<file path="config.mk">
export PLATFORM = sky130hd
export DESIGN_NAME = ram_mux
export DESIGN_NICKNAME = d
export VERILOG_FILES = /design/src/rtl/core_region_pkg.sv /design/src/rtl/ram_mux.sv
export SDC_FILE = /design/constraint.sdc
export NUM_CORES = 1
export LEC_CHECK = 0
export BUFFER_PORTS_ARGS = -buffer_cell sky130_fd_sc_hd__buf_2
export CORE_AREA = 2 2 113 115
export DETAILED_ROUTE_END_ITERATION = 8
export DIE_AREA = 0 0 115 117
export SYNTH_ARGS = -nofsm -noshare
export SYNTH_HDL_FRONTEND = slang
export SYNTH_SLANG_ARGS = --single-unit
</file>
<file path="constraint.sdc">
create_clock -name clk -period 0.8 [get_ports clk]
set_clock_uncertainty 0.2 [all_clocks]
set_input_delay 0.08 -clock clk [delete_from_list [all_inputs] [get_ports clk]]
set_output_delay 0.08 -clock clk [all_outputs]
set_load 0.01 [all_outputs]
</file>
<file path="src/rtl/core_region_pkg.sv">
/* core region package
   bus widths, local region decode and the RAM geometry */
package core_region_pkg;

  localparam int ADDR_W = 32;
  localparam int DATA_W = 32;
  localparam int BE_W   = DATA_W / 8;

  // data RAM geometry
  localparam int RAM_WORDS = 1024;
  localparam int RAM_AW    = $clog2(RAM_WORDS);

  // top address bits compared against the local prefix
  localparam int                    LOCAL_PREFIX_W = 12;
  localparam logic [LOCAL_PREFIX_W-1:0] LOCAL_PREFIX = 12'h001;

  typedef logic [ADDR_W-1:0] addr_t;
  typedef logic [DATA_W-1:0] data_t;
  typedef logic [BE_W-1:0]   be_t;

  // word address, bus address bits 11..2
  typedef logic [RAM_AW-1:0] ram_addr_t;

  // source of a pending lsu response
  typedef enum logic {
    TARGET_RAM = 1'b0,
    TARGET_EXT = 1'b1
  } lsu_target_e;

endpackage
</file>
<file path="src/rtl/ram_mux.sv">
/* two-port arbiter in front of the data RAM
   port 0 (slave port) always wins, port 1 (lsu) gets what is left */
`timescale 1ns/100ps

module ram_mux
  import core_region_pkg::*;
(
  input  logic      clk,
  input  logic      rst_n,

  input  logic      p0_req_i,
  input  addr_t     p0_addr_i,
  input  logic      p0_we_i,
  input  be_t       p0_be_i,
  input  data_t     p0_wdata_i,
  output data_t     p0_rdata_o,

  input  logic      p1_req_i,
  input  addr_t     p1_addr_i,
  input  logic      p1_we_i,
  input  be_t       p1_be_i,
  input  data_t     p1_wdata_i,
  output logic      p1_gnt_o,
  output logic      p1_rvalid_o,
  output data_t     p1_rdata_o,

  output logic      ram_en_o,
  output ram_addr_t ram_addr_o,
  output logic      ram_we_o,
  output be_t       ram_be_o,
  output data_t     ram_wdata_o,
  input  data_t     ram_rdata_i
);

  logic rvalid_q;
  // 1 when the last access came from port 1
  logic owner_q;

  assign ram_en_o = p0_req_i | p1_req_i;
  assign p1_gnt_o = p1_req_i & ~p0_req_i;

  always_comb begin
    if (p0_req_i) begin
      ram_addr_o  = p0_addr_i[RAM_AW+1:2];
      ram_we_o    = p0_we_i;
      ram_be_o    = p0_be_i;
      ram_wdata_o = p0_wdata_i;
    end else begin
      ram_addr_o  = p1_addr_i[RAM_AW+1:2];
      ram_we_o    = p1_we_i;
      ram_be_o    = p1_be_i;
      ram_wdata_o = p1_wdata_i;
    end
  end

  always_ff @(posedge clk, negedge rst_n) begin
    if (!rst_n) begin
      rvalid_q <= 1'b0;
      owner_q  <= 1'b0;
    end else begin
      rvalid_q <= ram_en_o;
      if (ram_en_o) begin
        owner_q <= ~p0_req_i;
      end
    end
  end

  // read word goes to both, the valid only to the owner
  assign p0_rdata_o  = ram_rdata_i;
  assign p1_rdata_o  = ram_rdata_i;
  assign p1_rvalid_o = rvalid_q & owner_q;

  p1_rvalid_after_gnt: assert property (@(posedge clk) disable iff (!rst_n)
    p1_rvalid_o == $past(p1_gnt_o));

endmodule

</file>
Word level (Yosys, flattened, before mapping)
Cells that the tools add are included.

Register bits: 2. Bits of input ports: 174. Output and inout port bits: 114. Logic and storage cells: 10.

Multiplexer cells: 4. Bitwise logic cells: 4.

Operators by type and width (number): $mux W32 (1); $mux W10 (1); $mux W4 (1); $and A1 B1 Y1 (2); $mux W1 (1); $not A1 Y1 (1); $or A1 B1 Y1 (1).

Longest topological paths before layout
Word-level depth: 2. Mapped depth: 3. Gate-level depth less buffers: 1.

Least setup slack after synthesis
Ideal clock, no wire load.

Path kind: input-to-reg. From: in p0_req_i. To: reg rvalid_q. Setup time: 141 ps. Data arrival time: 672 ps. Required time: 459 ps. Setup slack: -214 ps. Stages on the path: 3. Buffers on the path: 2. Cell sequence: buf_6 > buf_8 > or2_2.

Longest elaborated chain between the ends: 1.

RTL lines: start, declared (RTL line ram_mux.sv:11) `input logic p0_req_i,`; $or A1 B1 Y1 (RTL line ram_mux.sv:39) `assign ram_en_o = p0_req_i | p1_req_i;`; named net ram_en_o (RTL line ram_mux.sv:27) `output logic ram_en_o,`; end signal, assigned (RTL line ram_mux.sv:61) `rvalid_q <= ram_en_o;`; end, declared (RTL line ram_mux.sv:35) `logic rvalid_q;`.

The timed path passes the listed nets, and every way through them passes these cells. A chain may end at the register's enable or synchronous reset.

Final worst setup path
From: reg owner_q. To: out p1_rvalid_o.

Longest elaborated chain between the ends: 1.

RTL lines: start, declared (RTL line ram_mux.sv:37) `logic owner_q;`; start signal, assigned (RTL line ram_mux.sv:63) `owner_q <= ~p0_req_i;`; $and A1 B1 Y1 (RTL line ram_mux.sv:71) `assign p1_rvalid_o = rvalid_q & owner_q;`; end, declared (RTL line ram_mux.sv:24) `output logic p1_rvalid_o,`.

No other way between the ends.

==> results.cfg <==
[timing]
slew_viol_final = 0
fin_ws_ps = -320
max_freq_ghz = 0.893
relSlewSlack_pct = 95.0
finalHoldViolCount = 66
finalCritPeriodShare_pct = 140
fin_crit_ps = 1120
final.setup.tns_ps = -14210
holdWs_ps = -82.9
setup_viol = 51
rsz0062_at_grt = yes
worst_slew_pin_slew_ps = 75.3

[pwr]
pwr-share-comb_pct = 61.3
p_switching_uw = 562
pwr-share-seq_pct = 5.0
p_int_uw = 1660
clkPwrFrac_pct = 33.7
p_leak_uw = 0.00126
ir_drop_uv = 594
switching_share_pct = 25.3
power.density_nw_per_um2 = 945

[layout]
fillCellCount = 1333
multiInputGateArea_um2 = 744
regArea_um2 = 50.0
drive_gt1_share_pct = 98.1
syn_to_final_growth_pct = 71.3
fin_util_pct = 19.1
insertedDiodeCount = 0
fin_area_um2 = 2350
nNetsFinal = 389

[routing]
drt_iter0_markers = 13
drt-total-wl_um = 4470
drtAntennaViolNets = 0
route.detailed.drc = 0
via_count = 1157
wl_per_cell_um = 12.3
vias_per_cell = 3.19
first_pass_iters = 4

[job]
max_cap_viol_count = 0

[synthesis]
yosysUniqueCellTypes = 10
synth-seq-area-share_pct = 3.65
synth_top_area_share_pct = 51.5
syn_area_per_cell_um2 = 11.1
synth_area_leaders = mux2_4, buf_4, buf_12
syn_inst = 123
ys_seq_elements = 2
ys_warn_count = 0
synth_top_area_cell = mux2_4
syn_area_um2 = 1370
synth.net_count = 297

[floorplan]
initial_core_util_pct = 11.1
core_um2 = 12300
die_h_um = 117
die_w_um = 115
dieArea_um2 = 13500
io_pins = 288
rows = 41

[place]
gp_congestion = 0.780
hpwlAfterDp_um = 3550
port_buffers = 147
placed_area_um2 = 1750
dp_slack_ps = -407

[clock_network]
cts-root-buf = clkbuf_16
cts_buffers = 3
cts_tree = yes
clock_latency_ps = 220
htree_num_levels = 1
clock-sinks = 2
postCtsHoldBufs = 1
clkTransAtPathRegs_ps = 30
cts_buffer_depth = 2

[critical_path]
criticalPathCategory = register to output port
required_ps = 520
cp-start-kind = register
r2r_start = owner_q
crit_arrival_ps = 840
critical_path.max_fanout = 2
reg2reg_slack_ps = -70
r2r_cells = 1
reg2reg_to = owner_q
end_kind = output port

[grt]
first_global_vias = 1227
grt_max_degree = 9
grt_use_total_pct = 6.01
grt.overflow.total = 0
antenna_found_initial = 1
grt_pass1_wl_um = 6240

[hold_path]
hold_start = p1_req_i
holdPathStages = 2
min_to = rvalid_q
hold_class = input port to register

[run_status]
violations = hold timing, setup timing
status = complete, but fails checks
## sequential cells by signal (all words and copies together) (netlist names)
register,cells
owner_q,1
rvalid_q,1
## worst max path at each step
stage / endpoint / cells after the start / start
5_1_grt: p1_rvalid_o / 2 / rvalid_q
3_5_place_dp: ram_wdata_o[29] / 4 / p0_req_i
4_1_cts: p1_rvalid_o / 2 / owner_q
2_1_floorplan: ram_addr_o[0] / 3 / p0_req_i
3_3_place_gp: ram_wdata_o[30] / 4 / p0_req_i
6_report: p1_rvalid_o / 2 / owner_q
## power groups by stage
stage	combinational, uW	clock [uW]	sequential (uW)
2_1_floorplan	893	0	110
3_3_place_gp	971	0	111
3_5_place_dp	978	0	111
4_1_cts	1380	754	110
5_1_grt	1440	771	110
6_report	1360	749	110
## area by class of cell
cell class              instances  area share [%]
repair buffers                157            55.0
flip-flops and latches          2            2.13
multi-input cells              51            31.7
well taps                     150            7.99
clock buffers                   3            3.20
## metrics by stage
stage	cells	total power, uW	hold WS (ps)
5_1_grt	363	2320	-77.3
4_1_cts	363	2240	-86.0
3_5_place_dp	352	1090	-331
3_3_place_gp	352	1080	-335
2_1_floorplan	123	1000	-416
6_report	363	2220	-82.9
## worst max-delay path: stages (launching register included)
cell	delay, ps
dfrtp_1	360
and2_1	130
buf_2	130
## routing by layer
layer | vias to the layer above | track usage [%] | share of wire, %
met5 | - | 0 | 0.36
met2 | 103 | 11.2 | 52
li1 | 534 | - | -
met1 | 484 | 5.99 | 32
met3 | 34 | 1.91 | 12
met4 | 2 | 3.13 | 3.5
## cell usage after synthesis
library cell	instances
or2_2	1
and2_1	1
buf_12	4
buf_8	1
mux2_4	47
buf_6	1
dfrtp_1	2
nor2b_1	1
o21ba_2	1
buf_4	64
## logic make-up (layout without fill, tap and decap cells)
logic type	Yosys count	count (layout)	synth area share (%)
DFF	2	2	3.65
and+or+nand+nor	3	3	1.37
buffers and inverters	70	160	42.8
muxes	47	47	51.5
AOI/OAI and AO/OA	1	1	0.730
## cell usage in the layout, fill, tap and decap left out
cell type      count
buf_6             50
or2_4              1
and2_1             1
nor2b_4            1
buf_2             97
buf_16             7
dlygate4sd3_1      1
o21ba_2            1
mux2_4            47
dfrtp_1            2
buf_12             2
clkbuf_16          3
## what timing repair did
action                                 CTS  global route
setup endpoints to repair               51            51
buffers inserted                         1             0
pin swaps                                1             1
endpoints found under the hold margin   68            66
gates resized for setup                 66             0
gates cloned                             6             0
Note: power is estimated with default switching activity, not from simulation.
