`src/rtl/core_region_pkg.sv`:
```
/* core region package
   bus widths, local region decode and the RAM geometry */
package core_region_pkg;

  localparam int ADDR_W = 32;
  localparam int DATA_W = 32;
  localparam int BE_W   = DATA_W / 8;

  // data RAM geometry
  localparam int RAM_WORDS = 1024;
  localparam int RAM_AW    = $clog2(RAM_WORDS);

  // top address bits compared against the local prefix
  localparam int                    LOCAL_PREFIX_W = 12;
  localparam logic [LOCAL_PREFIX_W-1:0] LOCAL_PREFIX = 12'h001;

  typedef logic [ADDR_W-1:0] addr_t;
  typedef logic [DATA_W-1:0] data_t;
  typedef logic [BE_W-1:0]   be_t;

  // word address, bus address bits 11..2
  typedef logic [RAM_AW-1:0] ram_addr_t;

  // source of a pending lsu response
  typedef enum logic {
    TARGET_RAM = 1'b0,
    TARGET_EXT = 1'b1
  } lsu_target_e;

endpackage
```
`src/rtl/mem_slave_port.sv`:
```
/* slave port into the data RAM
   one single-cycle RAM access per four-phase req/ack transfer */
`timescale 1ns/100ps

module mem_slave_port
  import core_region_pkg::*;
(
  input  logic  clk,
  input  logic  rst_n,

  input  logic  slv_req_i,
  input  addr_t slv_addr_i,
  input  logic  slv_we_i,
  input  be_t   slv_be_i,
  input  data_t slv_wdata_i,
  output logic  slv_ack_o,
  output data_t slv_rdata_o,

  output logic  mem_req_o,
  output addr_t mem_addr_o,
  output logic  mem_we_o,
  output be_t   mem_be_o,
  output data_t mem_wdata_o,
  input  data_t mem_rdata_i
);

  typedef enum logic [1:0] {IDLE, ACCESS, CAPTURE, HOLD} state_e;

  state_e state_q;
  data_t  rdata_q;

  // access fields taken straight from the held slave request
  assign mem_req_o   = (state_q == ACCESS);
  assign mem_addr_o  = slv_addr_i;
  assign mem_we_o    = slv_we_i;
  assign mem_be_o    = slv_be_i;
  assign mem_wdata_o = slv_wdata_i;

  assign slv_ack_o   = (state_q == CAPTURE) || (state_q == HOLD);
  // first ack cycle sees the RAM output directly
  assign slv_rdata_o = (state_q == CAPTURE) ? mem_rdata_i : rdata_q;

  always_ff @(posedge clk, negedge rst_n) begin
    if (!rst_n) begin
      state_q <= IDLE;
    end else begin
      case (state_q)
        IDLE:    if (slv_req_i) state_q <= ACCESS;
        ACCESS:  state_q <= CAPTURE;
        CAPTURE: state_q <= slv_req_i ? HOLD : IDLE;
        HOLD:    if (!slv_req_i) state_q <= IDLE;
        default: state_q <= IDLE;
      endcase
    end
  end

  always_ff @(posedge clk) begin
    if (state_q == CAPTURE) begin
      rdata_q <= mem_rdata_i;
    end
  end

  slv_req_held: assert property (@(posedge clk) disable iff (!rst_n)
    slv_req_i && !slv_ack_o |=> slv_req_i);

endmodule

```
`config.mk`:
```
export PLATFORM = sky130hd
export DESIGN_NAME = mem_slave_port
export DESIGN_NICKNAME = d
export VERILOG_FILES = /design/src/rtl/core_region_pkg.sv /design/src/rtl/mem_slave_port.sv
export SDC_FILE = /design/constraint.sdc
export NUM_CORES = 1
export LEC_CHECK = 0
export CORE_AREA = 2 2 81 83
export DETAILED_ROUTE_END_ITERATION = 8
export DIE_AREA = 0 0 83 85
export DONT_BUFFER_PORTS = 1
export GPL_ROUTABILITY_DRIVEN = 0
export PLACE_DENSITY = 0.43
export SLEW_MARGIN = 25
export SYNTH_ARGS = -nofsm -noshare
export SYNTH_HDL_FRONTEND = slang
export SYNTH_SLANG_ARGS = --single-unit
export TNS_END_PERCENT = 100
```
`constraint.sdc`:
```
create_clock -name clk -period 1.36 [get_ports clk]
set_clock_uncertainty 0.2 [all_clocks]
set_input_delay 0.136 -clock clk [delete_from_list [all_inputs] [get_ports clk]]
set_output_delay 0.136 -clock clk [all_outputs]
set_load 0.02 [all_outputs]
```
== Word-level counts from Yosys, hierarchy flattened ==
Cells that the tools add are included.

* Equal/unequal tests: 5
* Add/subtract/negate cells: 0
* Div/mod/pow operators: 0
* Shifts and indexed selects: 0
* Bitwise gates (word level): 0
* Order comparisons: 0
* Mux-type cells: 5
* Multiply operators: 0
* Reduce and logical (&&, ||, !) cells: 3

{| class="wikitable"
|+ Operators by type and width
! operator !! count
|-
| 32-bit 2-to-1 mux || 1
|-
| 2-bit case mux with 4 select lines || 1
|-
| 2-bit 2-to-1 mux || 3
|-
| 2-bit equality test (second input constant) || 2
|-
| 2-bit inequality test (second input constant) || 2
|-
| 2-bit by 1-bit equality test with 1-bit output (second input constant) || 1
|-
| 2-bit logical NOT || 1
|-
| 2-bit AND reduction || 1
|-
| 1-bit logical OR || 1
|}

* Input port bits: 104
* RAM bits: 0
* Bits in read-only memories: 0
* Register bits after elaboration: 34
* Bits in latches: 0
* Memories kept: 0
* Output and inout bits: 103

== Logic depth before layout (Yosys ltp) ==
* Depth after elaboration: 3
* Gate-level depth with buffers: 4
* Depth with buffers taken out: 2

== Worst setup path before layout ==
No wires, ideal clock.

* Kind: reg2reg
* Start point: register state_q[0]
* End point: register rdata_q[10]
* Data required time: 1.024 ns
* Library setup time: 0.136 ns
* Arrival time: 1.102 ns
* Setup slack: -0.078 ns
* Cell stages (with the launch flop): 5
* Cell sequence: dfrtp_1 -> nor2b_4 -> buf_6 -> buf_12 -> mux2_4

* Word-level cells in the longest chain between the ends: 2

{| class="wikitable"
|+ RTL lines
! item !! RTL line !! RTL
|-
| from (decl) || mem_slave_port.sv:29 || <nowiki>state_e state_q;</nowiki>
|-
| from (signal assigned) || mem_slave_port.sv:50 || <nowiki>CAPTURE: state_q <= slv_req_i ? HOLD : IDLE;</nowiki>
|-
| 2-bit equality test || - ||
|-
| 32-bit 2-to-1 mux || - ||
|-
| named net slv_rdata_o[10] || mem_slave_port.sv:17 || <nowiki>output data_t slv_rdata_o,</nowiki>
|-
| to (signal assigned) || mem_slave_port.sv:59 || <nowiki>rdata_q <= mem_rdata_i;</nowiki>
|-
| to (decl) || mem_slave_port.sv:30 || <nowiki>data_t rdata_q;</nowiki>
|}

The timed path passes the listed nets, and every way through them passes these cells.
A chain may end at the register's enable or synchronous reset.

== Worst setup path after layout ==
* Start point: register state_q[0]
* End point: output slv_rdata_o[27]

* Word-level cells in the longest chain between the ends: 2

{| class="wikitable"
|+ RTL lines
! item !! RTL line !! RTL
|-
| 2-bit equality test || mem_slave_port.sv:41 || <nowiki>assign slv_rdata_o = (state_q == CAPTURE) ? mem_rdata_i : rdata_q;</nowiki>
|-
| 32-bit 2-to-1 mux || - ||
|-
| to (decl) || mem_slave_port.sv:17 ||
|}

No other way between the ends.

==> results.cfg <==
[outcome]
status = complete, but fails checks
failed_checks = setup timing

[global_route]
grt_pass1_vias = 877
track_usage_pct = 9.584
antenna_found_initial = 0
overflow = 0
grt_pass1_wl_um = 5216
grt_max_degree = 15

[min_path]
holdPathStages = 0
hp-class = in2out
min_to = mem_addr_o[18]
hold_start = slv_addr_i[18]

[sta]
fin_crit_sh_pct = 130.9
setup_ws_ns = -0.4207
maxSlewViolCount = 0
hold_viol = 0
relSlewSlack_pct = 88.46
hold_slack_ns = 0.07201
max_freq_mhz = 561.6
min_period_ns = 1.781
setup_violations = 65
finalSetupTns_ns = -16.92
rsz0062_at_grt = yes
worst_pin_slew_ns = 0.1727

[detailed_routing]
post-route-drc-count = 0
ant_nets = 0
wl_um = 3612
detail_route.vias_per_cell = 4.133
avgRoutedWirePerCell_um = 18.43
drtIter0Drc = 19
vias = 810
firstDrtPassIters = 2

[power]
powerDensity_mw_per_mm2 = 2406
vdd_drop_max_mv = 1.142
p_leak_nw = 0.7982

[layout]
synthToLayoutAreaGrowth_pct = 2.857
nets = 222
nFillCells = 599
drive_above_1_share_pct = 38.66
diodes = 0

[synth]
syn_inst = 146
synth_top_area_cell = dfxtp_1
yosysUniqueCellTypes = 13
synthXorXnorAreaFrac_pct = 0
synth_top_family_by_area = buffers and inverters
avgSynthCellArea_um2 = 12.30
synth_nets = 250
synth_area_mm2 = 0.001795
ys.flop_type = dfxtp_1
ys_top_cells_by_area = dfxtp_1 (36%), buf_4 (29%), mux2_4 (25%), buf_12 (3.3%), dfrtp_1 (2.8%)
synth_top_area_share_pct = 35.68
synth_compound_gate_area_share_pct = 0
synth-simple-area-share_pct = 1.882
ys_seq_area_share_pct = 38.47
synth_mux_area_share_pct = 26.34
ys_warn_count = 0
ys_async_sr_fraction_pct = 5.882
ys_ff_latch = 34
synth.top_cells.by_count = buf_4 (69), dfxtp_1 (32), mux2_4 (30), buf_12 (3)
synth_edf_count = 0
synth_fa_ha_area_share_pct = 0
synth_most_common_cell = buf_4

[worst_setup_path]
crit_cells = 3
worst-path-buf-inv = 1
cpMaxStageDelayCell = dfrtp_1
required_ns = 1.02
r2r_slack_ns = -0.12
critical_path_class = reg2out
path_delay_family = flip-flops
crit_chain = nor2b_4 -> buf_12 -> mux2_4
arrival_ns = 1.44
reg2reg_depth = 3
crit_fanout = 14
worst_path_largest_cell_delay_ns = 0.41
startpoint_type = flop
r2r-end = rdata_q[30]
r2r-start = state_q[0]
worstSetupEndpointType = output port

[floorplan]
pin_count = 207
num_rows = 29
coreArea_mm2 = 0.006205
initial_utilization_pct = 28.94
die_y_um = 85
dieArea_mm2 = 0.007055
die_x_um = 83

[clock_network]
cts_buffers = 5
cts_sinks = 34
path_clk_slew_ns = 0.08
h-tree-depth = 2
clk-insertion-delay-late_ns = 0.28
cts_tree = yes
cts.path.max_buffers = 2
cts_root_buf = clkbuf_8

[placement]
io_buffers = 0

[job]
cap_violations = 0
==> cell type report <==
cell class | count | area [µm²] | share of cell area (%)
Inverter | 1 | 3.754 | 0.2033
Sequential cell | 34 | 690.7 | 37.40
Multi-Input combinational cell | 37 | 514.2 | 27.85
Tap cell | 77 | 96.34 | 5.217
Timing Repair Buffer | 39 | 404.1 | 21.88
Clock buffer | 5 | 68.82 | 3.726
Clock inverter | 3 | 68.82 | 3.726
==> routing by layer <==
layer | wire length (µm) | up-vias | track usage (%)
met4 | 190 | 0 | 7.452
met5 | 0 | - | 0
li1 | - | 339 | -
met2 | 1850 | 82 | 16.20
met3 | 438 | 37 | 4.669
met1 | 1132 | 352 | 8.885
==> power by group <==
part           internal [W]  switching [W]
combinational      0.000771       0.000976
clock              0.000734       0.000389
sequential          0.00144       0.000133
==> cell families after synthesis <==
logic type / Yosys count
mux: 32
simple gates: 5
buf+inv: 75
flops: 34
==> worst reg2reg max path, stage by stage (launching register included) <==
cell and delay [ns]:
dfrtp_1 0.41, nor2b_4 0.20, buf_6 0.19, mux2_4 0.36
==> repair_timing <==
action | CTS | global route
resized for setup | 5 | 1
buffers inserted | 0 | 0
endpoints found under the setup margin | 65 | 65
endpoints found under the hold margin | 36 | 0
gates cloned | 0 | 0
hold buffers | 35 | 0
==> worst max-delay path by stage <==
stage | slack [ns] | start | endpoint
floorplan | -0.08 | state_q[0] | slv_rdata_o[10]
global placement | -0.13 | state_q[0] | rdata_q[25]
detailed placement | -0.14 | state_q[0] | rdata_q[8]
CTS | -0.43 | state_q[0] | slv_rdata_o[8]
global route | -0.47 | state_q[0] | slv_rdata_o[13]
finish | -0.42 | state_q[0] | slv_rdata_o[27]
==> cell usage in the layout (no fill, tap or decap), drive strengths merged <==
cell          n
nand2b        1
and2          1
buf           4
dfrtp         2
clkinv        1
nor2b         1
clkbuf        5
nand2         2
inv           1
dlygate4sd3  35
bufinv        2
mux2         32
dfxtp        32
==> stage by stage <==
step	std cells	worst slack (ns)	cell area [µm²]	total power, W	utilization, %
finish	196	-0.4207	1847	0.004443	29.76
global route	196	-0.4721	1847	0.004646	29.76
CTS	196	-0.4313	1843	0.004477	29.70
detailed placement	153	-0.1418	1340	0.003215	21.60
global placement	153	-0.1253	1340	0.003197	21.60
floorplan	146	-0.07798	1795	0.003371	-
==> sequential cells by signal, summed over array words and instances (netlist names) <==
signal   cells
rdata_q     32
state_q      2
Power figures use the tool's default switching activity.
