## src/rtl/core_region_pkg.sv

```systemverilog
/* core region package
   bus widths, local region decode and the RAM geometry */
package core_region_pkg;

  localparam int ADDR_W = 32;
  localparam int DATA_W = 32;
  localparam int BE_W   = DATA_W / 8;

  // data RAM geometry
  localparam int RAM_WORDS = 1024;
  localparam int RAM_AW    = $clog2(RAM_WORDS);

  // top address bits compared against the local prefix
  localparam int                    LOCAL_PREFIX_W = 12;
  localparam logic [LOCAL_PREFIX_W-1:0] LOCAL_PREFIX = 12'h001;

  typedef logic [ADDR_W-1:0] addr_t;
  typedef logic [DATA_W-1:0] data_t;
  typedef logic [BE_W-1:0]   be_t;

  // word address, bus address bits 11..2
  typedef logic [RAM_AW-1:0] ram_addr_t;

  // source of a pending lsu response
  typedef enum logic {
    TARGET_RAM = 1'b0,
    TARGET_EXT = 1'b1
  } lsu_target_e;

endpackage
```

## src/rtl/ext_bus_bridge.sv

```systemverilog
/* external bus bridge
   turns granted lsu accesses into four-phase req/ack transfers */
`timescale 1ns/100ps

module ext_bus_bridge
  import core_region_pkg::*;
(
  input  logic  clk,
  input  logic  rst_n,

  input  logic  req_i,
  input  addr_t addr_i,
  input  logic  we_i,
  input  be_t   be_i,
  input  data_t wdata_i,
  output logic  gnt_o,
  output logic  rvalid_o,
  output data_t rdata_o,

  output logic  ext_req_o,
  output addr_t ext_addr_o,
  output logic  ext_we_o,
  output be_t   ext_be_o,
  output data_t ext_wdata_o,
  input  logic  ext_ack_i,
  input  data_t ext_rdata_i
);

  typedef enum logic [1:0] {IDLE, REQ, RESP, WAIT_LOW} state_e;

  state_e state_q;

  assign gnt_o     = req_i & (state_q == IDLE);
  assign ext_req_o = (state_q == REQ);
  assign rvalid_o  = (state_q == RESP);

  always_ff @(posedge clk, negedge rst_n) begin
    if (!rst_n) begin
      state_q <= IDLE;
    end else begin
      case (state_q)
        IDLE:     if (gnt_o) state_q <= REQ;
        REQ:      if (ext_ack_i) state_q <= RESP;
        // req is already low here, ack may still be up
        RESP:     state_q <= ext_ack_i ? WAIT_LOW : IDLE;
        WAIT_LOW: if (!ext_ack_i) state_q <= IDLE;
        default:  state_q <= IDLE;
      endcase
    end
  end

  // transfer fields and read word
  always_ff @(posedge clk) begin
    if (gnt_o) begin
      ext_addr_o  <= addr_i;
      ext_we_o    <= we_i;
      ext_be_o    <= be_i;
      ext_wdata_o <= wdata_i;
    end
    if (ext_req_o && ext_ack_i) begin
      rdata_o <= ext_rdata_i;
    end
  end

  ext_fields_stable: assert property (@(posedge clk) disable iff (!rst_n)
    ext_req_o && $past(ext_req_o) |->
      $stable({ext_addr_o, ext_we_o, ext_be_o, ext_wdata_o}));

endmodule

```

## config.mk

```make
export PLATFORM = sky130hd
export DESIGN_NAME = ext_bus_bridge
export DESIGN_NICKNAME = d
export VERILOG_FILES = /design/src/rtl/core_region_pkg.sv /design/src/rtl/ext_bus_bridge.sv
export SDC_FILE = /design/constraint.sdc
export NUM_CORES = 1
export LEC_CHECK = 0
export BUFFER_PORTS_ARGS = -buffer_cell sky130_fd_sc_hd__buf_2
export CORE_UTILIZATION = 41
export CTS_CLUSTER_DIAMETER = 80
export DETAILED_ROUTE_END_ITERATION = 16
export GPL_ROUTABILITY_DRIVEN = 0
export HOLD_SLACK_MARGIN = 0.03
export PLACE_DENSITY = 0.88
export SLEW_MARGIN = 25
export SYNTH_ARGS = -nofsm -noshare
export SYNTH_HDL_FRONTEND = slang
export SYNTH_SLANG_ARGS = --single-unit
```

## constraint.sdc

```tcl
create_clock -name clk -period 9.68 [get_ports clk]
set_input_delay 1.936 -clock clk [delete_from_list [all_inputs] [get_ports clk]]
set_output_delay 1.936 -clock clk [all_outputs]
set_load 0.02 [all_outputs]
```

* Word level (Yosys, flattened, before mapping)
Index checks and enable logic that the tools add are counted.
** Storage, ports and cells
- Logic and storage cells :: 21
- Input bits :: 105
- Output and inout port bits :: 104
- Register bits after elaboration :: 103
** Cells by class
- Multiplexer cells :: 5
- Bitwise logic cells :: 1
- Reduce and logical (&&, ||, !) cells :: 3
- Equality and inequality tests :: 6
** Operators by type and width (number)
- $mux W2 :: 4
- $pmux W2 S4 :: 1
- $eq A2 B2 Y1 const B :: 2
- $ne A2 B2 Y1 const B :: 2
- $reduce_and A3 Y1 :: 1
- $eq A2 B1 Y1 const B :: 1
- $logic_not A2 Y1 :: 1
- $ne A2 B1 Y1 const B :: 1
- $and A1 B1 Y1 :: 1
- $logic_and A1 B1 Y1 :: 1

* Logic depth before layout (Yosys ltp)
- Depth in word-level cells :: 4
- Depth in mapped cells :: 2
- Mapped depth without buffers :: 2

* Least setup slack after synthesis
OpenSTA, ideal clock, no wires.
- Kind :: input-to-output
- Start :: input port req_i
- End :: output port gnt_o
- Required time :: 7.744 ns
- Cell stages on the path :: 1
- Setup slack :: 0.409 ns
- Data arrival time :: 7.335 ns
- Path buffers :: 0
- Path through :: nor3b_1
** Between the ends
- Longest elaborated chain between the ends :: 1
** RTL lines
- start, declared :: RTL line ext_bus_bridge.sv:11 : input logic req_i,
- $and A1 B1 Y1 :: RTL line ext_bus_bridge.sv:33 : assign gnt_o = req_i & (state_q == IDLE);
- end, declared :: RTL line ext_bus_bridge.sv:16 : output logic gnt_o,
Every way passes these cells.

* Worst setup path after layout
Ends and elaborated chain as after synthesis.

==> run_results.csv <==
group,metric,value,unit
critical_path,slowest_stage,"nor3b_2",
power,vdd_drop_max,0.131,mV
synthesis,synthAdderAreaFrac,0,%
sta,post-route-period-util,45.4,%
hold_path,worstHoldStart,"state_q[0]",
clock_network,clock-sinks,103,
synthesis,syn_avg_cell_area,28.1,um2
synthesis,synth_top_family_by_area,"simple AND/OR/NAND/NOR gates",
global_routing,grt_overflow,0,
critical_path,cp.required,7.74,ns
die,initial_utilization,43.0,%
die,coreArea,0.00733,mm2
route,drt-total-wl,6.94,mm
synthesis,synth.ff_latch_count,103,
power,p_switching,0.242,mW
synthesis,synthXorXnorAreaFrac,0,%
synthesis,synth_cell_types,10,
sta,drv_slew,0,
critical_path,cp_common_cell,"buf_2",
synthesis,yosys-top-cells-count,"edfxtp_1 (101), dfrtp_1 (2), nor2b_1 (2)",
power,p_comb_share,14.3,%
clock_network,postCtsResizedCells,0,
sta,maxSlewHeadroom,44.3,%
synthesis,syn_nets,217,
synthesis,yosysTopAreaCellShare,96.3,%
global_routing,grt_antenna_before_repair,0,
synthesis,async_flop_share,1.94,%
power,switching_share,26.3,%
critical_path,path_cells,"buf_2 -> nor3b_2 -> buf_2",
synthesis,syn_area,0.00315,mm2
critical_path,path_buf_inv,2,
sta,setup_violations,0,
sta,fin_tns_setup,0,ns
placement,dpl.cell_count,421,
sta,fmax,227,MHz
clock_network,cts_max_level,3,
critical_path,slowest_delay,0.23,ns
die,ios,209,
global_routing,grt_pass1_vias,2019,
clock_network,cts_made_buffers,9,
sta,worst_slew_pin_slew,0.835,ns
placement,portBuffers,208,
critical_path,r2r_start,"state_q[1]",
clock_network,post-cts-setup-buffers,0,
synthesis,synth_compound_area_share,0.516,%
critical_path,rr_endpoint,"ext_addr_o[24]",
hold_path,hold_path_depth,1,
clock_network,cts_tree,"built",
critical_path,cp_max_fo,2,
power,p_seq_share,59.8,%
synthesis,ys.warnings.count,0,
route,drt_iter0_drc,48,
power,leakage,1.91,nW
route,drcViolationCount,0,
cells_and_area,n_fill_cell,553,
job,maxCapViolCount,0,
global_routing,grt_max_degree,70,
critical_path,endpoint_kind,"output port",
power,p_int,0.678,mW
synthesis,ys.flop_type,"edfxtp_1",
sta,rsz0062_at_grt,"no",
cells_and_area,utilization,61.6,%
clock_network,insertion_delay,0.35,ns
synthesis,yosysTopAreaCell,"edfxtp_1",
synthesis,synth.area.mux_share,0,%
route,final_antenna_net_count,0,
hold_path,worst_hold_path.endpoint,"state_q[1]",
clock_network,hold_buffers,0,
critical_path,start_kind,"input pin",
global_routing,grt_pass1_wl,9.36,mm
sta,finalHoldViolations,0,
synthesis,synth.area.top_cells,"edfxtp_1 (96%), dfrtp_1 (1.6%), nor2b_1 (0.40%), and2b_2 (0.28%), nor2b_2 (0.28%)",
clock_network,clockBufferDepth,2,
critical_path,cp_top_family,"buffers and inverters",
power,p_per_area,204,mW/mm2
cells_and_area,drive_gt1_share,67.8,%
synthesis,synth-edff-count,101,
synthesis,synth.most_common_cell,"edfxtp_1",
critical_path,worstPathArrival,2.46,ns
synthesis,synth-simple-area-share,1.59,%
critical_path,rr_worst_depth,2,
cells_and_area,finalNonFillerCells,437,
die,die_x,89.6,um
critical_path,path_class,"input pin to output port",
cells_and_area,final_nets,438,
route,vias,1927,
global_routing,grt_usage,16.6,%
die,die_area,0.00804,mm2
hold_path,hp-class,"flop to flop",
critical_path,ff2ff_setup_slack,7.81,ns
die,rows,31,
synthesis,seq_area_frac_synth,97.9,%
synthesis,synthCells,112,
sta,fin_crit,4.40,ns
clock_network,clk_pin_slew_worst_paths,0.10,ns
route,routed_via_density,4.41,
power,clockPowerShare,26.0,%
cells_and_area,area_growth,43.3,%
run_status,outcome,"finished, final reports clean",
sta,skew,0.0175,ns
die,die_y,89.6,um
cells_and_area,diodes,0,
power,finalPower,0.920,mW
route,wl_per_cell,15.9,um
route,first_pass_iters,4,
clock_network,cts_root_buf,"clkbuf_8",
registers in the layout, summed over array words and instances, names as in the netlist:
signal / count
ext_we_o: 1
state_q: 2
rdata_o: 32
ext_addr_o: 32
ext_wdata_o: 32
ext_be_o: 4
cells in the final DEF (no fill, tap or decap):
| cell | n |
|---|---|
| and2_1 | 1 |
| clkinv_4 | 2 |
| clkinvlp_4 | 1 |
| inv_6 | 1 |
| buf_4 | 2 |
| dfrtp_1 | 2 |
| buf_2 | 208 |
| o21a_1 | 1 |
| clkinv_2 | 2 |
| nand2b_1 | 1 |
| nor2b_1 | 2 |
| edfxtp_1 | 101 |
| inv_8 | 1 |
| and2b_2 | 1 |
| clkbuf_8 | 9 |
| nor2b_2 | 1 |
| nor3b_2 | 1 |
| o31a_1 | 1 |
power groups by stage:
stage | registers [mW] | clock network [mW] | logic, mW
4_1_cts | 0.551 | 0.246 | 0.133
2_1_floorplan | 0.610 | 0 | 0.0235
6_report | 0.550 | 0.239 | 0.131
3_3_place_gp | 0.558 | 0 | 0.129
5_1_grt | 0.554 | 0.263 | 0.140
3_5_place_dp | 0.560 | 0 | 0.133
stage by stage:
| stage | setup slack [ns] | hold WS (ns) | cell area, um2 |
|---|---|---|---|
| 2_1_floorplan | 0.409 | 0.514 | 3150 |
| 3_3_place_gp | 5.25 | 0.546 | 4330 |
| 3_5_place_dp | 5.27 | 0.582 | 4330 |
| 4_1_cts | 5.26 | 0.607 | 4510 |
| 5_1_grt | 5.26 | 0.642 | 4510 |
| 6_report | 5.28 | 0.598 | 4510 |
cells by family (layout without fill, tap and decap cells):
family	count (synthesis)	after routing
DFF	103	103
and+or+nand+nor	7	7
buffers and inverters	0	226
AOI/OAI and AO/OA	2	2
worst register-to-register path: stages, from the launching register on:
cell and delay, ns:
dfrtp_1 0.46, nor3b_2 0.28, buf_4 0.70
how the worst max path moves through the flow:
stage	startpoint	endpoint	slack (ns)	depth (start not counted)
finish	req_i	gnt_o	5.28	3
global route	req_i	gnt_o	5.26	3
CTS	req_i	gnt_o	5.26	3
detailed placement	req_i	gnt_o	5.27	3
global placement	req_i	gnt_o	5.25	3
floorplan	req_i	gnt_o	0.41	1
layer usage:
| metal | GRT usage (%) | wire [um] | vias to the layer above |
|---|---|---|---|
| met5 | 0 | 0 | - |
| met4 | 7.79 | 171 | 0 |
| met3 | 6.49 | 617 | 13 |
| met2 | 30.7 | 3890 | 112 |
| met1 | 16.1 | 2260 | 913 |
| li1 | - | - | 889 |
layout make-up:
type	count	area, um2	area share (%)
Clock buffer	9	124	2.74
Clock inverter	7	55.1	1.22
Multi-Input combinational cell	9	71.3	1.58
Sequential cell	103	3080	68.3
Tap cell	99	124	2.74
Timing Repair Buffer	210	1060	23.4
Note: power is estimated with default switching activity, not from simulation.
