`config.mk`:
```
export PLATFORM = sky130hd
export DESIGN_NAME = lsu_demux
export DESIGN_NICKNAME = d
export VERILOG_FILES = /design/src/rtl/core_region_pkg.sv /design/src/rtl/lsu_demux.sv
export SDC_FILE = /design/constraint.sdc
export NUM_CORES = 1
export LEC_CHECK = 0
export ABC_AREA = 1
export BUFFER_PORTS_ARGS = -buffer_cell sky130_fd_sc_hd__buf_4
export CORE_MARGIN = 10
export CORE_UTILIZATION = 24
export CTS_BUF_LIST = sky130_fd_sc_hd__clkbuf_16
export DETAILED_ROUTE_END_ITERATION = 6
export PLACE_DENSITY = 0.85
export SYNTH_ARGS = -nofsm -noshare
export SYNTH_HDL_FRONTEND = slang
export SYNTH_SLANG_ARGS = --single-unit
```
`constraint.sdc`:
```
create_clock -name clk -period 3.75 [get_ports clk]
set_input_delay 0.5625 -clock clk [delete_from_list [all_inputs] [get_ports clk]]
set_output_delay 0.5625 -clock clk [all_outputs]
set_load 0.03 [all_outputs]
```
`src/rtl/core_region_pkg.sv`:
```
/* core region package
   bus widths, local region decode and the RAM geometry */
package core_region_pkg;

  localparam int ADDR_W = 32;
  localparam int DATA_W = 32;
  localparam int BE_W   = DATA_W / 8;

  // data RAM geometry
  localparam int RAM_WORDS = 1024;
  localparam int RAM_AW    = $clog2(RAM_WORDS);

  // top address bits compared against the local prefix
  localparam int                    LOCAL_PREFIX_W = 12;
  localparam logic [LOCAL_PREFIX_W-1:0] LOCAL_PREFIX = 12'h001;

  typedef logic [ADDR_W-1:0] addr_t;
  typedef logic [DATA_W-1:0] data_t;
  typedef logic [BE_W-1:0]   be_t;

  // word address, bus address bits 11..2
  typedef logic [RAM_AW-1:0] ram_addr_t;

  // source of a pending lsu response
  typedef enum logic {
    TARGET_RAM = 1'b0,
    TARGET_EXT = 1'b1
  } lsu_target_e;

endpackage
```
`src/rtl/lsu_demux.sv`:
```
/* lsu address demux
   decodes the local prefix, picks the grant and routes responses back */
`timescale 1ns/100ps

module lsu_demux
  import core_region_pkg::*;
(
  input  logic  clk,
  input  logic  rst_n,

  input  logic  lsu_req_i,
  input  addr_t lsu_addr_i,
  input  logic  lsu_we_i,
  input  be_t   lsu_be_i,
  input  data_t lsu_wdata_i,
  output logic  lsu_gnt_o,
  output logic  lsu_rvalid_o,
  output data_t lsu_rdata_o,

  output logic  ram_req_o,
  input  logic  ram_gnt_i,
  input  logic  ram_rvalid_i,
  input  data_t ram_rdata_i,

  output logic  ext_req_o,
  input  logic  ext_gnt_i,
  input  logic  ext_rvalid_i,
  input  data_t ext_rdata_i
);

  lsu_target_e req_target;
  lsu_target_e target_q;
  logic [1:0]  pending_q;
  logic        allow;

  assign req_target = (lsu_addr_i[ADDR_W-1 -: LOCAL_PREFIX_W] == LOCAL_PREFIX) ?
                      TARGET_RAM : TARGET_EXT;

  // same target may overlap, a switch waits until all responses are back
  assign allow = (pending_q == 2'd0) ||
                 ((req_target == target_q) && ((pending_q != 2'd2) || lsu_rvalid_o));

  assign ram_req_o = lsu_req_i & allow & (req_target == TARGET_RAM);
  assign ext_req_o = lsu_req_i & allow & (req_target == TARGET_EXT);
  assign lsu_gnt_o = (ram_req_o & ram_gnt_i) | (ext_req_o & ext_gnt_i);

  always_ff @(posedge clk, negedge rst_n) begin
    if (!rst_n) begin
      target_q  <= TARGET_RAM;
      pending_q <= 2'd0;
    end else begin
      if (lsu_gnt_o) begin
        target_q <= req_target;
      end
      pending_q <= pending_q + {1'b0, lsu_gnt_o} - {1'b0, lsu_rvalid_o};
    end
  end

  assign lsu_rvalid_o = ram_rvalid_i | ext_rvalid_i;
  assign lsu_rdata_o  = (target_q == TARGET_EXT) ? ext_rdata_i : ram_rdata_i;

  rvalid_onehot: assert property (@(posedge clk) disable iff (!rst_n)
    !(ram_rvalid_i && ext_rvalid_i));

  // master keeps its request until granted
  lsu_req_held: assert property (@(posedge clk) disable iff (!rst_n)
    lsu_req_i && !lsu_gnt_o |=>
      lsu_req_i && $stable({lsu_addr_i, lsu_we_i, lsu_be_i, lsu_wdata_i}));

endmodule

```
**After elaboration in Yosys (flattened, before gate mapping)**

Cells that the tools add are included.

- Register bits after elaboration: 3
- Input bits: 140
- Output and inout bits: 36
- Word-level logic and storage cells: 20

- Add/subtract/negate cells: 2
- Equality and inequality tests: 3
- Multiplexer cells: 2
- Bitwise logic cells: 7
- Reduce and logical (&&, ||, !) cells: 4

Operators with widths:

| kind | number |
|---|---|
| 32-bit 2-to-1 mux | 1 |
| 12-bit by 1-bit == test with 1-bit output, second input constant | 1 |
| 1-bit AND | 5 |
| 2-bit by 1-bit adder with 2-bit output | 1 |
| 2-bit zero test | 1 |
| 1-bit logical OR | 2 |
| 2-bit inequality test, second input constant | 1 |
| 1-bit bitwise OR | 2 |
| 2-bit by 1-bit subtractor with 2-bit output | 1 |
| 1-bit == test | 1 |
| 1-bit logical AND | 1 |
| 1-bit 2-to-1 mux | 1 |

**Longest topological paths before layout**

- Depth in word-level cells: 11
- Depth in mapped cells: 13
- Gate-level depth less buffers: 13

**Worst setup path before layout**

OpenSTA, ideal clock, no wires.

- Path kind: input -> output
- Start point: input lsu_addr_i[31]
- End point: output ram_req_o
- Data arrival time: 1763 ps
- Data required time: 3188 ps
- Slack: 1424 ps
- Stages on the path: 9
- Buffers on the path: 0
- Cell sequence: nor2_1 > nand2_2 > clkinv_1 > nand3_2 > nand2_2 > nand3_2 > nand2_2 > nand2_2 > nor3_1

- Longest elaborated chain between the ends: 7

RTL lines:

| what | line | RTL |
|---|---|---|
| start: declaration | lsu_demux.sv:12 | `input addr_t lsu_addr_i,` |
| 12-bit by 1-bit == test with 1-bit output (*) | lsu_demux.sv:36 | `assign req_target = (lsu_addr_i[ADDR_W-1 -: LOCAL_PREFIX_W] == LOCAL_PREFIX) ?` |
| 1-bit 2-to-1 mux | lsu_demux.sv:36 |  |
| 1-bit == test | lsu_demux.sv:41 | `((req_target == target_q) && ((pending_q != 2'd2) \|\| lsu_rvalid_o));` |
| 1-bit logical AND | lsu_demux.sv:41 |  |
| 1-bit logical OR | lsu_demux.sv:40 | `assign allow = (pending_q == 2'd0) \|\|` |
| 1-bit AND | lsu_demux.sv:43 | `assign ram_req_o = lsu_req_i & allow & (req_target == TARGET_RAM);` |
| 1-bit AND (*) | lsu_demux.sv:43 |  |
| end: declaration | lsu_demux.sv:20 | `output logic ram_req_o,` |

Every way passes the cells marked *; elsewhere a longest branch is shown, timed or not.

**Worst setup path after layout**

- Start point: input lsu_addr_i[21]
- End point: output lsu_gnt_o

- Longest elaborated chain between the ends: 9
- Elaborated cells on any way between the ends: 11
- Classes of those cells: eq/ne: 2; mux: 1; bitwise: 6; reduce/logical: 2

RTL lines:

| what | line | RTL |
|---|---|---|
| 12-bit by 1-bit == test with 1-bit output (*) | lsu_demux.sv:36 |  |
| 1-bit 2-to-1 mux | lsu_demux.sv:36 |  |
| 1-bit == test | lsu_demux.sv:41 |  |
| 1-bit logical AND | lsu_demux.sv:41 |  |
| 1-bit logical OR | lsu_demux.sv:40 |  |
| 1-bit AND | lsu_demux.sv:43, lsu_demux.sv:44 |  |
| 1-bit AND, on equally long branches | lsu_demux.sv:43, lsu_demux.sv:44 |  |
| 1-bit AND | lsu_demux.sv:45 | `assign lsu_gnt_o = (ram_req_o & ram_gnt_i) \| (ext_req_o & ext_gnt_i);` |
| 1-bit bitwise OR (*) | lsu_demux.sv:45 |  |
| end: declaration | lsu_demux.sv:16 | `output logic lsu_gnt_o,` |

Marks and branches as above.

==> results.txt <==
The category of the worst setup path launch point is an input pin. The routed metal-1 wire length came out at about 1700 µm. The final-report max-slew violation count came out at 0. The global-route wire length before repair is ~6500 µm. The number of nets produced by synthesis came out at 299.

The end-of-flow core utilization is 0.5802. In the finished design, the share of the clock period the worst path needs comes to 0.5889. The maximum clock insertion buffer count came out at 2. The area of the core came out at between 3000 and 4000 µm². The overall fraction of global-route tracks in use came out at 0.1335. The number of instances in the placed design came out at 314. The data arrival time of the critical path is about 1.7 ns.

Leaving out filler cells and counting taps, the final layout contains 318. The number of levels the H-tree was split into came out at 1. The detailed-router iteration count before antenna repair is 6. The average vias per placed instance came out at 4.145. The aggregate routed wire length is 3977 µm. The via count of the first global-routing pass came out at 1421.

For this design the ratio of total power to cell area is between 200 and 300 nW/µm². The horizontal die dimension came out at 76.02 µm. The critical path start-end classification is input pin to output pin. The tree is rooted in a sky130_fd_sc_hd__clkbuf_16. Synthesis handed over a netlist of 157 instances. The initial antenna violation count came to 0. Setup violations remaining at the end of the flow were counted as 0. The sequential element share of the synthesized area came out at 0.09967. The met2 wire length is 1988 µm. After synthesis, the mean cell area works out to 4.798 µm².

The top layer reached by signal wires is met4. The y dimension of the die came out at approximately 76 µm. The kind of path behind the tightest hold check is input pin to async pin.

The largest net degree at the start of global routing came out at 35. The number of DRC violations after detailed-routing iteration 0 came out at 57. For this design, the CTS-stage hold fixing added 0 buffers. The worst slack on hold paths is 0.1218 ns.

The clock arrives with between 0.0004 and 0.0005 ns of skew. The number of nets at the end of the flow came out at 417. The flow ran to the end, and the final reports show no timing, DRC or antenna violations. The distinct cell type count of the synthesized netlist is 19. Based on the critical path, the design can be clocked at up to about 450 MHz. In this run the tightest slew margin relative to its limit is 0.7414.

The fill cell total of the finished layout came out at 288. The count of input and output buffers is 118. The multi-input combinational cells in the finished layout cover a total of 594.3 µm². The peak supply drop is 0.2528 mV.

The tool flagged a number of max-cap violations equal to 0. The critical path required time came out at 3.19 ns. The end of the worst register-to-register path is pending_q[1]. The total die area is 5779 µm². The library cells used most frequently in the layout, excluding fill and tap cells, are 120 x sky130_fd_sc_hd__buf_4, 105 x sky130_fd_sc_hd__nand2_1, 14 x sky130_fd_sc_hd__inv_1, 6 x sky130_fd_sc_hd__nand2_2, 5 x sky130_fd_sc_hd__nor2_1.

The congestion estimate from routability-driven global placement came to 0.7599. The worst path setup slack after routing came out at roughly 1.5 ns. Across the whole layout, storage elements account for between 70 and 80 µm². For this design the static power due to leakage is between 1 and 1.5 nW. The number of gates given a new drive strength after cts is 0.

Along the worst path, the maximum fanout reaches 2. After global routing the overflow that remains totals 0. The element type at the critical path end is an output pin. The wire length per cell came out at 12.51 µm. In this run the count of I/O pins placed on the die edge is 176.

The area growth from synthesis to layout came out at 133.2%. The count of vias placed by the detailed router came out at ~1300. Setup repair after global routing left no endpoint under its margin. The post-CTS setup-driven buffer insertion count is 0. Detailed routing placed a total of 317 µm of wire on met3.

The most common library cell in the layout ignoring fill and taps is sky130_fd_sc_hd__buf_4. The setup TNS came out at 0 ns. The clock net sink count came out at 3. The worst setup timing slack at the placement stage came out at 1.527 ns. The worst path needs 2.208 ns of the cycle, external delays included. The post-route antenna net violation count is 0. The clock transition at the registers of the reported paths is 0.03 ns. The count of endpoints failing hold in the final timing report is 0.

The insertion delay of the later-clocked pin in the worst-skew pair is 0.22 ns. The number of standard-cell rows in the floorplan came out at 20. The worst register-to-register path has a setup slack of 2.09 ns. The starting density of the core is 0.2488. The share of post-route cells with drive strength above 1 is 0.5000. The synthesis-stage register bit count came out at 3. The transition time at the pin with the least slew margin is roughly 0.39 ns. The cell count of the worst reg-to-reg path came out at 10. The number of antenna cells inserted came out at 0. The placed wire-length estimate came out at 3420 µm. The Yosys step of the flow raised 0 warnings. The post-route DRC violation count is 0. TritonCTS built the clock tree. The summed instance area of the synthesized netlist came out at 753.2 µm².

The launch point of the worst reg-to-reg path is target_q. In this run, CTS created clock tree buffers numbering 3.
-- registers in the layout, indices dropped and copies added, names as in the netlist --
| name | flops |
|---|---|
| target_q | 1 |
| pending_q | 2 |
-- final cells by class --
class                      instances  share of cell area
clock buffer                       3             0.04274
multi-input combinational        133              0.3383
tap                               44             0.03134
inverter                          14             0.02991
timing repair buffer             120              0.5128
sequential                         3             0.04274
clock inverter                     1            0.002137
-- synth_stat cells --
cell type	number	area, µm²
sky130_fd_sc_hd__nand2_2	6	37.54
sky130_fd_sc_hd__or2_2	1	6.260
sky130_fd_sc_hd__nor4_1	1	6.260
sky130_fd_sc_hd__nor2_4	2	22.52
sky130_fd_sc_hd__nor2_1	5	18.77
sky130_fd_sc_hd__ha_1	2	25.02
sky130_fd_sc_hd__clkinv_1	1	3.750
sky130_fd_sc_hd__buf_2	4	20.02
sky130_fd_sc_hd__xnor2_1	2	17.52
sky130_fd_sc_hd__nand3_1	2	10.01
sky130_fd_sc_hd__nand3_2	2	20.02
sky130_fd_sc_hd__inv_1	13	48.80
sky130_fd_sc_hd__nor4_2	1	12.51
sky130_fd_sc_hd__nand2_1	105	394.1
sky130_fd_sc_hd__dfrtp_1	3	75.07
sky130_fd_sc_hd__clkbuf_1	3	11.26
sky130_fd_sc_hd__nand4_1	1	6.260
sky130_fd_sc_hd__nor2_2	2	12.51
sky130_fd_sc_hd__nor3_1	1	5.000
-- per-layer routing --
metal  vias up  global-route usage
met5         -                   0
li1        698                   -
met2        66              0.2372
met1       552              0.1464
met3         2             0.04953
met4         0             0.02841
-- critical path, stage by stage --
cell and delay, ns:
sky130_fd_sc_hd__buf_4 0.12, sky130_fd_sc_hd__nor4_2 0.28, sky130_fd_sc_hd__nand2_1 0.12, sky130_fd_sc_hd__nor2_2 0.16, sky130_fd_sc_hd__nand4_1 0.13, sky130_fd_sc_hd__nand2_1 0.11, sky130_fd_sc_hd__buf_4 0.16
-- cell families (layout without fill, tap and decap cells) --
family | count (synthesis) | after routing | share of synthesized area
adders and majority gates | 2 | 2 | 0.03322
and+or+nand+nor | 129 | 129 | 0.7326
xor gates and xnor gates | 2 | 2 | 0.02326
DFF | 3 | 3 | 0.09967
buffers and inverters | 21 | 138 | 0.1113
-- stage by stage --
stage	total power, mW	instance area, µm²
floorplan	0.1679	753.2
global placement	0.2792	1678
detailed placement	0.2860	1678
CTS	0.4562	1757
global route	0.4764	1757
finish	0.4515	1757
-- power by group --
part	internal, mW	total (mW)	switching [mW]
logic	0.120	0.232	0.112
registers	0.0447	0.0519	0.00721
clock network	0.138	0.168	0.0301
-- worst max-delay path by stage --
stage,startpoint,endpoint,slack (ns)
6_report,lsu_addr_i[21],lsu_gnt_o,1.54
5_1_grt,lsu_addr_i[31],lsu_gnt_o,1.38
4_1_cts,lsu_addr_i[21],lsu_gnt_o,1.51
3_5_place_dp,lsu_addr_i[21],lsu_gnt_o,1.53
3_3_place_gp,lsu_addr_i[21],lsu_gnt_o,1.53
2_1_floorplan,lsu_addr_i[31],ram_req_o,1.42
Power figures use the tool's default switching activity.
